==> src/include/sdio_dat_defines.svh <==
`ifndef SDIO_DAT_DEFINES_SVH
`define SDIO_DAT_DEFINES_SVH

`define SDIO_CRC_LEN    16
`define SDIO_CRC_POLY   16'h1021  // x16 + x12 + x5 + 1
`define SDIO_SIZE_W     16
`define SDIO_NWR_BITS   2         // high bits ahead of a write start bit
`define SDIO_LANES      4

`endif

==> src/design/sdio_line_pkg.sv <==
`include "sdio_dat_defines.svh"

package sdio_line_pkg;

    // one bit per DAT line
    typedef logic [`SDIO_LANES-1:0] lane_t;

    typedef logic [7:0] data_byte_t;

    typedef logic [`SDIO_CRC_LEN-1:0] crc16_t;

    // lane 0 in the low slot
    typedef crc16_t [`SDIO_LANES-1:0] crc_bank_t;

    typedef logic [`SDIO_SIZE_W-1:0] size_t;  // block size or block count

endpackage

==> src/design/sdio_seq_pkg.sv <==
package sdio_seq_pkg;

    typedef enum logic [1:0] {
        IDLE,
        RUN_BLOCK,
        BLK_GAP
    } ctrl_state_t;

    typedef enum logic [2:0] {
        RX_IDLE,
        RX_START,
        RX_DATA,
        RX_DMA_WR,
        RX_CRC,
        RX_END
    } rx_state_t;

    typedef enum logic [2:0] {
        TX_IDLE,
        TX_PRE,
        TX_START,
        TX_DMA_RD,
        TX_DATA,
        TX_CRC,
        TX_END,
        TX_RELEASE
    } tx_state_t;

endpackage

==> src/design/sdio_dat_ifs.sv <==
`timescale 1ns/10ps

// one engine's view of the shared crc bank
interface crc_lane_if
    import sdio_line_pkg::*;
();
    logic      clr;    // pulse on the start bit
    logic      shift;  // pulse per lane bit
    logic      wide;
    lane_t     din;
    crc_bank_t crc;

    modport requester (
        output clr,
        output shift,
        output din,
        output wide,
        input  crc
    );

    modport bank (
        input  clr,
        input  shift,
        input  din,
        input  wide,
        output crc
    );
endinterface

// block launch and completion between controller and one engine
interface blk_seq_if;
    logic blk_start;
    logic blk_end;
    logic crc_err;  // valid with blk_end
    logic end_err;

    modport ctrl (output blk_start, input blk_end, input crc_err, input end_err);
    modport engine (input blk_start, output blk_end, output crc_err, output end_err);
endinterface

==> src/design/crc16_bank.sv <==
`timescale 1ns/10ps
`include "sdio_dat_defines.svh"

module crc16_bank
    import sdio_line_pkg::*;
(
    input  logic     sd_clk,
    input  logic     rstn,
    crc_lane_if.bank rx_req,
    crc_lane_if.bank tx_req
);

    crc_bank_t crc_q;
    logic      clr;
    logic      shift;
    logic      wide;
    lane_t     din;

    // one msb-first step of the data crc
    function automatic crc16_t crc_step(crc16_t c, logic b);
        crc16_t nxt;
        nxt = {c[`SDIO_CRC_LEN-2:0], 1'b0};
        if (c[`SDIO_CRC_LEN-1] ^ b)
            nxt = nxt ^ `SDIO_CRC_POLY;
        return nxt;
    endfunction

    // engines never overlap, the strobing one owns the bank
    assign clr   = rx_req.clr | tx_req.clr;
    assign shift = rx_req.shift | tx_req.shift;
    assign din   = rx_req.shift ? rx_req.din : tx_req.din;
    assign wide  = rx_req.shift ? rx_req.wide : tx_req.wide;

    always_ff @(posedge sd_clk or negedge rstn) begin
        if (!rstn) begin
            crc_q <= '0;
        end else if (clr) begin
            crc_q <= '0;  // clear wins over shift
        end else if (shift) begin
            for (int i = 0; i < `SDIO_LANES; i++) begin
                if (i == 0 || wide)
                    crc_q[i] <= crc_step(crc_q[i], din[i]);
            end
        end
    end

    assign rx_req.crc = crc_q;
    assign tx_req.crc = crc_q;

endmodule

==> src/design/dat_rx_engine.sv <==
`timescale 1ns/10ps
`include "sdio_dat_defines.svh"

module dat_rx_engine
    import sdio_line_pkg::*, sdio_seq_pkg::*;
(
    input  logic          sd_clk,
    input  logic          rstn,
    input  logic          rx_en_i,
    input  logic          wide_i,
    input  size_t         block_size_i,
    input  lane_t         dat_i,
    blk_seq_if.engine     seq,
    crc_lane_if.requester crc,
    input  logic          dma_rx_buf_rdy_i,
    output data_byte_t    dma_rx_buf_o,
    output logic          dma_rx_buf_wr_o
);

    rx_state_t  state_q;
    rx_state_t  state_d;
    logic [2:0] bit_cnt_q;
    logic [3:0] crc_cnt_q;
    size_t      byte_cnt_q;
    logic       crc_err_q;
    logic       start_bit;
    logic       end_bit;
    logic       last_bit;
    logic       last_byte;
    logic       crc_miss;
    lane_t      crc_bits;

    assign start_bit = wide_i ? (dat_i == '0) : !dat_i[0];
    assign end_bit   = wide_i ? (dat_i == '1) : dat_i[0];
    assign last_bit  = bit_cnt_q == (wide_i ? 3'd1 : 3'd7);  // two nibbles or eight bits
    assign last_byte = byte_cnt_q == block_size_i;

    // expected crc bit on each lane
    always_comb begin
        for (int i = 0; i < `SDIO_LANES; i++)
            crc_bits[i] = crc.crc[i][`SDIO_CRC_LEN - 1 - crc_cnt_q];
    end

    assign crc_miss = wide_i ? (crc_bits != dat_i) : (crc_bits[0] != dat_i[0]);

    always_comb begin
        state_d = state_q;
        case (state_q)
            RX_IDLE:   if (seq.blk_start) state_d = RX_START;
            RX_START:  if (rx_en_i && start_bit) state_d = RX_DATA;
            RX_DATA:   if (rx_en_i && last_bit) state_d = RX_DMA_WR;
            RX_DMA_WR: if (dma_rx_buf_rdy_i) state_d = last_byte ? RX_CRC : RX_DATA;
            RX_CRC:    if (rx_en_i && crc_cnt_q == 4'(`SDIO_CRC_LEN - 1)) state_d = RX_END;
            RX_END:    if (rx_en_i) state_d = RX_IDLE;
            default:   state_d = RX_IDLE;
        endcase
    end

    always_ff @(posedge sd_clk or negedge rstn) begin
        if (!rstn) begin
            state_q    <= RX_IDLE;
            bit_cnt_q  <= '0;
            crc_cnt_q  <= '0;
            byte_cnt_q <= '0;
            crc_err_q  <= 1'b0;
        end else begin
            state_q <= state_d;
            case (state_q)
                RX_START: if (rx_en_i && start_bit) begin
                    bit_cnt_q  <= '0;
                    crc_cnt_q  <= '0;
                    byte_cnt_q <= '0;
                    crc_err_q  <= 1'b0;
                end
                RX_DATA: if (rx_en_i) begin
                    if (last_bit) begin
                        bit_cnt_q  <= '0;
                        byte_cnt_q <= byte_cnt_q + 1'b1;
                    end else begin
                        bit_cnt_q <= bit_cnt_q + 1'b1;
                    end
                end
                RX_CRC: if (rx_en_i) begin
                    crc_cnt_q <= crc_cnt_q + 1'b1;
                    if (crc_miss)
                        crc_err_q <= 1'b1;  // sticky until next start bit
                end
                default: ;
            endcase
        end
    end

    // byte assembly, msb first
    always_ff @(posedge sd_clk) begin
        if (state_q == RX_DATA && rx_en_i) begin
            if (!wide_i)
                dma_rx_buf_o[3'd7 - bit_cnt_q] <= dat_i[0];
            else if (bit_cnt_q == 3'd0)
                dma_rx_buf_o[7:4] <= dat_i;
            else
                dma_rx_buf_o[3:0] <= dat_i;
        end
    end

    always_ff @(posedge sd_clk or negedge rstn) begin
        if (!rstn)
            dma_rx_buf_wr_o <= 1'b0;
        else
            dma_rx_buf_wr_o <= (state_q == RX_DMA_WR) && dma_rx_buf_rdy_i;
    end

    assign crc.clr   = (state_q == RX_START) && rx_en_i && start_bit;
    assign crc.shift = (state_q == RX_DATA) && rx_en_i;
    assign crc.din   = dat_i;
    assign crc.wide  = wide_i;

    assign seq.blk_end = (state_q == RX_END) && rx_en_i;  // end bit strobe
    assign seq.crc_err = crc_err_q;
    assign seq.end_err = !end_bit;

endmodule

==> src/design/dat_tx_engine.sv <==
`timescale 1ns/10ps
`include "sdio_dat_defines.svh"

module dat_tx_engine
    import sdio_line_pkg::*, sdio_seq_pkg::*;
(
    input  logic          sd_clk,
    input  logic          rstn,
    input  logic          tx_en_i,
    input  logic          wide_i,
    input  size_t         block_size_i,
    blk_seq_if.engine     seq,
    crc_lane_if.requester crc,
    input  logic          dma_tx_byte_rdy_i,
    input  data_byte_t    dma_tx_byte_i,
    output logic          dma_tx_byte_end_o,
    output lane_t         dat_o,
    output lane_t         dat_oe_o
);

    tx_state_t  state_q;
    tx_state_t  state_d;
    logic [1:0] pre_cnt_q;
    logic [2:0] bit_cnt_q;
    logic [3:0] crc_cnt_q;
    size_t      byte_cnt_q;
    logic       byte_vld_q;
    data_byte_t byte_q;
    logic       last_bit;
    logic       last_byte;
    lane_t      active;
    lane_t      tx_bits;
    lane_t      crc_bits;

    assign active    = wide_i ? '1 : lane_t'(1);  // lanes driven in this mode
    assign last_bit  = bit_cnt_q == (wide_i ? 3'd1 : 3'd7);
    assign last_byte = byte_cnt_q == block_size_i;

    // high nibble first in 4-bit mode, idle lanes stay high in 1-bit mode
    always_comb begin
        if (wide_i)
            tx_bits = bit_cnt_q[0] ? byte_q[3:0] : byte_q[7:4];
        else
            tx_bits = {3'b111, byte_q[3'd7 - bit_cnt_q]};
    end

    always_comb begin
        for (int i = 0; i < `SDIO_LANES; i++)
            crc_bits[i] = crc.crc[i][`SDIO_CRC_LEN - 1 - crc_cnt_q];
    end

    always_comb begin
        state_d = state_q;
        case (state_q)
            TX_IDLE:    if (seq.blk_start) state_d = TX_PRE;
            TX_PRE:     if (tx_en_i && pre_cnt_q == 2'(`SDIO_NWR_BITS - 1)) state_d = TX_START;
            TX_START:   if (tx_en_i) state_d = TX_DMA_RD;
            TX_DMA_RD:  if (byte_vld_q) state_d = TX_DATA;
            TX_DATA:    if (tx_en_i && last_bit) state_d = last_byte ? TX_CRC : TX_DMA_RD;
            TX_CRC:     if (tx_en_i && crc_cnt_q == 4'(`SDIO_CRC_LEN - 1)) state_d = TX_END;
            TX_END:     if (tx_en_i) state_d = TX_RELEASE;
            TX_RELEASE: if (tx_en_i) state_d = TX_IDLE;
            default:    state_d = TX_IDLE;
        endcase
    end

    always_ff @(posedge sd_clk or negedge rstn) begin
        if (!rstn) begin
            state_q    <= TX_IDLE;
            pre_cnt_q  <= '0;
            bit_cnt_q  <= '0;
            crc_cnt_q  <= '0;
            byte_cnt_q <= '0;
            dat_o      <= '1;
            dat_oe_o   <= '0;
        end else begin
            state_q <= state_d;
            case (state_q)
                TX_IDLE: pre_cnt_q <= '0;
                TX_PRE: if (tx_en_i) begin
                    dat_o     <= '1;
                    dat_oe_o  <= active;
                    pre_cnt_q <= pre_cnt_q + 1'b1;
                end
                TX_START: if (tx_en_i) begin
                    dat_o      <= ~active;  // start bit on active lanes only
                    bit_cnt_q  <= '0;
                    byte_cnt_q <= '0;
                end
                TX_DMA_RD: if (byte_vld_q) byte_cnt_q <= byte_cnt_q + 1'b1;
                TX_DATA: if (tx_en_i) begin
                    dat_o     <= tx_bits;
                    crc_cnt_q <= '0;
                    bit_cnt_q <= last_bit ? 3'd0 : bit_cnt_q + 1'b1;
                end
                TX_CRC: if (tx_en_i) begin
                    dat_o     <= crc_bits | ~active;
                    crc_cnt_q <= crc_cnt_q + 1'b1;
                end
                TX_END: if (tx_en_i) dat_o <= '1;
                TX_RELEASE: if (tx_en_i) dat_oe_o <= '0;
                default: ;
            endcase
        end
    end

    // ready is a single pulse, hold it until the byte is sent
    always_ff @(posedge sd_clk or negedge rstn) begin
        if (!rstn)
            byte_vld_q <= 1'b0;
        else if (dma_tx_byte_rdy_i)
            byte_vld_q <= 1'b1;
        else if (dma_tx_byte_end_o)
            byte_vld_q <= 1'b0;
    end

    always_ff @(posedge sd_clk) begin
        if (dma_tx_byte_rdy_i)
            byte_q <= dma_tx_byte_i;
    end

    assign dma_tx_byte_end_o = (state_q == TX_DATA) && tx_en_i && last_bit;

    assign crc.clr   = (state_q == TX_START) && tx_en_i;
    assign crc.shift = (state_q == TX_DATA) && tx_en_i;
    assign crc.din   = tx_bits;
    assign crc.wide  = wide_i;

    assign seq.blk_end = (state_q == TX_RELEASE) && tx_en_i;
    assign seq.crc_err = 1'b0;  // no crc status token on writes
    assign seq.end_err = 1'b0;

endmodule

==> src/design/dat_ctrl.sv <==
`timescale 1ns/10ps

module dat_ctrl
    import sdio_line_pkg::*, sdio_seq_pkg::*;
(
    input  logic      sd_clk,
    input  logic      rstn,
    input  logic      dat_start_i,
    input  logic      dir_i,           // 1 read, 0 write
    input  size_t     block_count_i,   // 0 runs forever
    input  logic      blk_gap_stop_i,
    blk_seq_if.ctrl   rx_seq,
    blk_seq_if.ctrl   tx_seq,
    output logic      crc_err_event_o,
    output logic      end_err_event_o,
    output logic      blk_gap_event_o,
    output logic      busy_o,
    output logic      done_o
);

    ctrl_state_t state_q;
    logic        dir_q;
    logic        launched_q;  // blk_start already issued for this block
    logic        blk_start_q;
    size_t       blk_cnt_q;
    size_t       blk_next;
    logic        blk_end;
    logic        last_blk;

    assign blk_end  = (state_q == RUN_BLOCK) && (dir_q ? rx_seq.blk_end : tx_seq.blk_end);
    assign blk_next = blk_cnt_q + 1'b1;
    assign last_blk = (block_count_i != '0) && (blk_next == block_count_i);

    assign rx_seq.blk_start = blk_start_q & dir_q;
    assign tx_seq.blk_start = blk_start_q & ~dir_q;
    assign busy_o           = state_q != IDLE;

    always_ff @(posedge sd_clk or negedge rstn) begin
        if (!rstn) begin
            state_q         <= IDLE;
            dir_q           <= 1'b0;
            launched_q      <= 1'b0;
            blk_start_q     <= 1'b0;
            blk_cnt_q       <= '0;
            crc_err_event_o <= 1'b0;
            end_err_event_o <= 1'b0;
            blk_gap_event_o <= 1'b0;
            done_o          <= 1'b0;
        end else begin
            blk_start_q     <= 1'b0;
            crc_err_event_o <= blk_end && (dir_q ? rx_seq.crc_err : tx_seq.crc_err);
            end_err_event_o <= blk_end && (dir_q ? rx_seq.end_err : tx_seq.end_err);
            blk_gap_event_o <= blk_end && !last_blk;
            done_o          <= blk_end && last_blk;
            case (state_q)
                IDLE: if (dat_start_i) begin
                    state_q    <= RUN_BLOCK;
                    dir_q      <= dir_i;
                    blk_cnt_q  <= '0;
                    launched_q <= 1'b0;
                end
                RUN_BLOCK: begin
                    if (!launched_q) begin
                        blk_start_q <= 1'b1;
                        launched_q  <= 1'b1;
                    end
                    if (blk_end) begin
                        blk_cnt_q <= blk_next;
                        state_q   <= last_blk ? IDLE : BLK_GAP;
                    end
                end
                BLK_GAP: if (!blk_gap_stop_i) begin  // hold while stop is set
                    state_q    <= RUN_BLOCK;
                    launched_q <= 1'b0;
                end
                default: state_q <= IDLE;
            endcase
        end
    end

endmodule

==> src/design/sdio_dat_top.sv <==
`timescale 1ns/10ps

module sdio_dat_top
    import sdio_line_pkg::*;
(
    input  logic       sd_clk,
    input  logic       rstn,
    input  logic       dat_start_i,
    input  logic       dir_i,          // 1 read, 0 write
    input  logic       wide_i,         // 1 for 4-bit bus
    input  size_t      block_size_i,
    input  size_t      block_count_i,
    input  logic       blk_gap_stop_i,
    input  logic       rx_en_i,
    input  logic       tx_en_i,
    output logic       crc_err_event_o,
    output logic       end_err_event_o,
    output logic       blk_gap_event_o,
    output logic       busy_o,
    output logic       done_o,
    input  logic       dma_rx_buf_rdy_i,
    output data_byte_t dma_rx_buf_o,
    output logic       dma_rx_buf_wr_o,
    input  logic       dma_tx_byte_rdy_i,
    input  data_byte_t dma_tx_byte_i,
    output logic       dma_tx_byte_end_o,
    input  lane_t      dat_i,
    output lane_t      dat_o,
    output lane_t      dat_oe_o
);

    blk_seq_if  rx_seq ();
    blk_seq_if  tx_seq ();
    crc_lane_if rx_crc ();
    crc_lane_if tx_crc ();

    crc16_bank i_crc_bank (
        .sd_clk (sd_clk),
        .rstn   (rstn),
        .rx_req (rx_crc.bank),
        .tx_req (tx_crc.bank)
    );

    dat_rx_engine i_rx (
        .sd_clk           (sd_clk),
        .rstn             (rstn),
        .rx_en_i          (rx_en_i),
        .wide_i           (wide_i),
        .block_size_i     (block_size_i),
        .dat_i            (dat_i),
        .seq              (rx_seq.engine),
        .crc              (rx_crc.requester),
        .dma_rx_buf_rdy_i (dma_rx_buf_rdy_i),
        .dma_rx_buf_o     (dma_rx_buf_o),
        .dma_rx_buf_wr_o  (dma_rx_buf_wr_o)
    );

    dat_tx_engine i_tx (
        .sd_clk            (sd_clk),
        .rstn              (rstn),
        .tx_en_i           (tx_en_i),
        .wide_i            (wide_i),
        .block_size_i      (block_size_i),
        .seq               (tx_seq.engine),
        .crc               (tx_crc.requester),
        .dma_tx_byte_rdy_i (dma_tx_byte_rdy_i),
        .dma_tx_byte_i     (dma_tx_byte_i),
        .dma_tx_byte_end_o (dma_tx_byte_end_o),
        .dat_o             (dat_o),
        .dat_oe_o          (dat_oe_o)
    );

    dat_ctrl i_ctrl (
        .sd_clk          (sd_clk),
        .rstn            (rstn),
        .dat_start_i     (dat_start_i),
        .dir_i           (dir_i),
        .block_count_i   (block_count_i),
        .blk_gap_stop_i  (blk_gap_stop_i),
        .rx_seq          (rx_seq.ctrl),
        .tx_seq          (tx_seq.ctrl),
        .crc_err_event_o (crc_err_event_o),
        .end_err_event_o (end_err_event_o),
        .blk_gap_event_o (blk_gap_event_o),
        .busy_o          (busy_o),
        .done_o          (done_o)
    );

endmodule

==> config.mk <==
export PLATFORM = sky130hd
export DESIGN_NAME = sdio_dat_top
export DESIGN_NICKNAME = d
export VERILOG_FILES = /design/src/design/sdio_line_pkg.sv /design/src/design/sdio_seq_pkg.sv /design/src/design/sdio_dat_ifs.sv /design/src/design/crc16_bank.sv /design/src/design/dat_rx_engine.sv /design/src/design/dat_tx_engine.sv /design/src/design/dat_ctrl.sv /design/src/design/sdio_dat_top.sv
export VERILOG_INCLUDE_DIRS = /design/src /design/src/include
export SDC_FILE = /design/constraint.sdc
export NUM_CORES = 1
export LEC_CHECK = 0
export BUFFER_PORTS_ARGS = -buffer_cell sky130_fd_sc_hd__buf_2
export CAP_MARGIN = 30
export CELL_PAD_IN_SITES_DETAIL_PLACEMENT = 1
export CELL_PAD_IN_SITES_GLOBAL_PLACEMENT = 1
export CORE_UTILIZATION = 48
export CTS_BUF_LIST = sky130_fd_sc_hd__clkbuf_16
export CTS_CLUSTER_DIAMETER = 50
export DETAILED_ROUTE_END_ITERATION = 7
export PLACE_DENSITY_LB_ADDON = 0.1
export SLEW_MARGIN = 20
export SYNTH_ARGS = -nofsm -noshare
export SYNTH_HDL_FRONTEND = slang
export SYNTH_SLANG_ARGS = --single-unit
==> constraint.sdc <==
create_clock -name sd_clk -period 3.5 [get_ports sd_clk]
set_input_delay 0.7 -clock sd_clk [delete_from_list [all_inputs] [get_ports sd_clk]]
set_output_delay 0.7 -clock sd_clk [all_outputs]
set_load 0.05 [all_outputs]
==> metrics.md <==
| Metric | Value |
|---|---|
| Number of flops mapped to enable cells by yosys | 16 |
| Vias in the first global route | 8158 |
| Core box area | 0.0197 sq mm |
| Fin crit share | 83.6% |
| Initial antenna violation count | 0 |
| Global-route wire length before repair | 43700 um |
| Synth Instances | 951 |
| CP cell instances | buf_2 > buf_4 > inv_1 > nor3_1 > o21ai_0 > nor2_1 > buf_2 |
| Critical Path End Type | output port |
| Synth cell count leaders | 148 x dfrtp_1, 89 x nand2_1, 73 x xor2_1 |
| PwrDens | 724 mW/mm^2 |
| P&R area growth vs syn | 12.6% |
| Predominant post-synthesis flop cell | dfrtp_1 |
| Fillers | 2171 |
| Vias post-DR | 7753 |
| Startpoint types | input pin |
| Worst Path Arrival | 2.23 ns |
| Die W | 145 um |
| N_diodes | 0 |
| Number of buffers created by CTS | 17 |
| Die Height | 145 um |
| Crit path max-delay family | buffers and inverters |
| Final Net Count | 1067 |
| Slew Limit Fails | 0 |
| Number of routed nets with antenna violations | 0 |
| WP buf/inv | 4 |
| Largest net degree at the start of global routing | 83 |
| Worst-Skew Late Latency | 0.43 ns |
| Hold Crit Class | input pin to asynchronous set/reset pin |
| Measured slew at the worst slew-check pin | 0.778 ns |
| Ys Warns | 0 |
| Worst VDD drop | 0.361 mV |
| Fin. Hold Viols | 0 |
| Required @ worst endpoint | 2.80 ns |
| Top cells by area, synth | dfrtp_1 38%, mux4_2 9.0%, xor2_1 6.5% |
| Gr ovfl total | 0 |
| H-Tree Depth | 4 |
| WL/cell | 20.9 um |
| Post-layout util | 56.0% |
| Post-synthesis async set-or-reset flop share | 90.5% |
| GRT Overall Usage | 26.3% |
| Max_slew headroom | 48.2% |
| Sequential Area | 0.00429 sq mm |
| CTS tree | done |
| Fin crit period | 2.93 ns |
| Starting Density | 49.7% |
| Clock Tree Root | clkbuf_16 |
| Mapped Nets | 1014 |
| Cell with the most instances after synthesis | dfrtp_1 |
| Total routed wirelength | 26800 um |
| Slowest Stage Delay on Critical Path | 0.31 ns |
| Yosys top cell area share | 37.8% |
| Mapped Area | 0.00980 sq mm |
| Multi-input logic area | 0.00517 sq mm |
| CTS clk-pin slew, worst paths | 0.07 ns |
| DIE AREA | 0.0210 sq mm |
| Reg-to-Reg Start | i_ctrl.blk_cnt_q[0] |
| Initial DRC Count | 407 |
| RSZ-0062 raised after global routing | no |
| Setup Buffers After CTS | 0 |
| CTS Hold Bufs | 0 |
| Num rows | 51 |
| Worst Skew | 0.00996 ns |
| Drt pass-1 iters | 5 |
| Syn avg cell area | 10.3 sq um |
| Setup CP Type | input pin to output port |
| HPWL Detailed | 18700 um |
| Share of layout cells above drive strength 1 | 19.1% |
| Synth area leader | dfrtp_1 |
| Overall power after layout | 7.99 mW |
| Slowest-stage cell, CP | buf_2 |
| RePlAce Congestion | 0.817 |
| Clock Tree Buf Depth | 2 |
| PortBufs | 76 |
| #FFs+latches synth | 168 |
| Leakage | 4.83 nW |
| Sequential share of the synthesized area | 43.7% |
| Crit-path most repeated cell | buf_2 |
| Final setup vio count | 0 |
| Num Clock Sinks | 168 |
| Fmax | 342 MHz |
| Setup_tns | 0 ns |
| Critical Path Start | wide_i |
| DRC violations left | 0 |
| Max FO, Critical Path | 25 |
| I/O Pins | 77 |
| Resized Gates After CTS | 0 |
| Synth cell types | 71 |
| Max Cap Violations | 0 |
| Vias per cell | 6.05 |
| Status | completed |
==> cells in the final DEF, fill, tap and decap left out, types with 23 or more instances in the layout <==
| cell type | instances |
|---|---|
| nand3_1 | 40 |
| mux4_2 | 39 |
| dfrtp_1 | 148 |
| inv_1 | 23 |
| a21oi_1 | 26 |
| buf_2 | 75 |
| nand2_1 | 89 |
| a22o_1 | 60 |
| xor2_1 | 73 |
| buf_4 | 24 |
| xnor2_1 | 29 |
| o21ai_0 | 69 |
| nor2_1 | 71 |
==> stage by stage <==
stage / cell area, sq um / hold WS (ns) / setup slack [ns] / cells
after floorplan: 9800 / 0.404 / 0.722 / 951
after global placement: 10400 / 0.446 / 0.389 / 1248
after detailed placement: 10500 / 0.467 / 0.501 / 1250
after CTS: 11000 / 0.345 / 0.590 / 1281
after global routing: 11000 / 0.368 / 0.364 / 1281
final: 11000 / 0.309 / 0.574 / 1281
==> metal layers <==
| layer | global-route usage (%) | part of all wire (%) | wire, um |
|---|---|---|---|
| met4 | 8.40 | 1.8 | 483 |
| met5 | 0 | 0 | 0 |
| met3 | 4.06 | 3.3 | 874 |
| met2 | 42.5 | 49 | 13100 |
| met1 | 36.2 | 46 | 12400 |
==> cell families after synthesis <==
family | Yosys count | share of synthesized area (%)
AOI/OAI and AO/OA | 221 | 15.5
xor gates and xnor gates | 102 | 9.11
adders and majority gates | 9 | 1.15
buffers and inverters | 87 | 3.65
DFF | 168 | 43.7
muxes | 61 | 11.2
and+or+nand+nor | 303 | 15.6
==> registers in the layout (all words and copies together) (netlist names), 2 cells and up <==
| signal | count |
|---|---|
| i_tx.crc_cnt_q | 4 |
| i_ctrl.state_q | 2 |
| i_rx.crc_cnt_q | 4 |
| i_tx.dat_o | 4 |
| i_ctrl.blk_cnt_q | 16 |
| i_tx.dat_oe_o | 2 |
| i_tx.byte_cnt_q | 16 |
| i_rx.byte_cnt_q | 16 |
| i_tx.pre_cnt_q | 2 |
| i_tx.bit_cnt_q | 3 |
| i_rx.state_q | 3 |
| i_rx.bit_cnt_q | 3 |
| i_tx.state_q | 3 |
| i_crc_bank.rx_req.crc | 64 |
| i_tx.byte_q | 8 |
| i_rx.dma_rx_buf_o | 8 |
==> final cells by class <==
type | instances | area share [%]
clock buffers | 17 | 3.85
clock inverters | 14 | 1.45
inverters | 20 | 0.680
multi-input cells | 696 | 46.8
flip-flops and latches | 168 | 38.9
well taps | 265 | 3.00
repair buffers | 101 | 5.32
==> worst paths after layout <==
path / to / slack, ns / depth (start not counted)
setup / recovery: dma_tx_byte_end_o / 0.57 / 7
hold / removal: i_crc_bank.rx_req.crc[23] / 0.31 / 1
setup reg to reg: i_ctrl.blk_gap_event_o / 0.61 / 8
hold reg to reg: i_ctrl.blk_start_q / 0.47 / 1
max in group asynchronous: i_rx.byte_cnt_q[15] / 2.35 / 2
min in group sd_clk: i_tx.byte_q[7] / 0.44 / 1
==> worst register-to-register path, delay by kind of cell, from the launching register on <==
kind	cells	cell delay, ns
and+or+nand+nor	5	1.63
xor gates and xnor gates	1	0.14
AOI/OAI and AO/OA	1	0.13
DFF	1	0.53
adders and majority gates	1	0.36
==> report_power, final <==
group | internal, mW | switching [mW]
registers | 2.48 | 0.770
logic | 1.25 | 1.58
clock network | 1.11 | 0.801
total | 4.84 | 3.15
(Power assumes the default switching activity.)
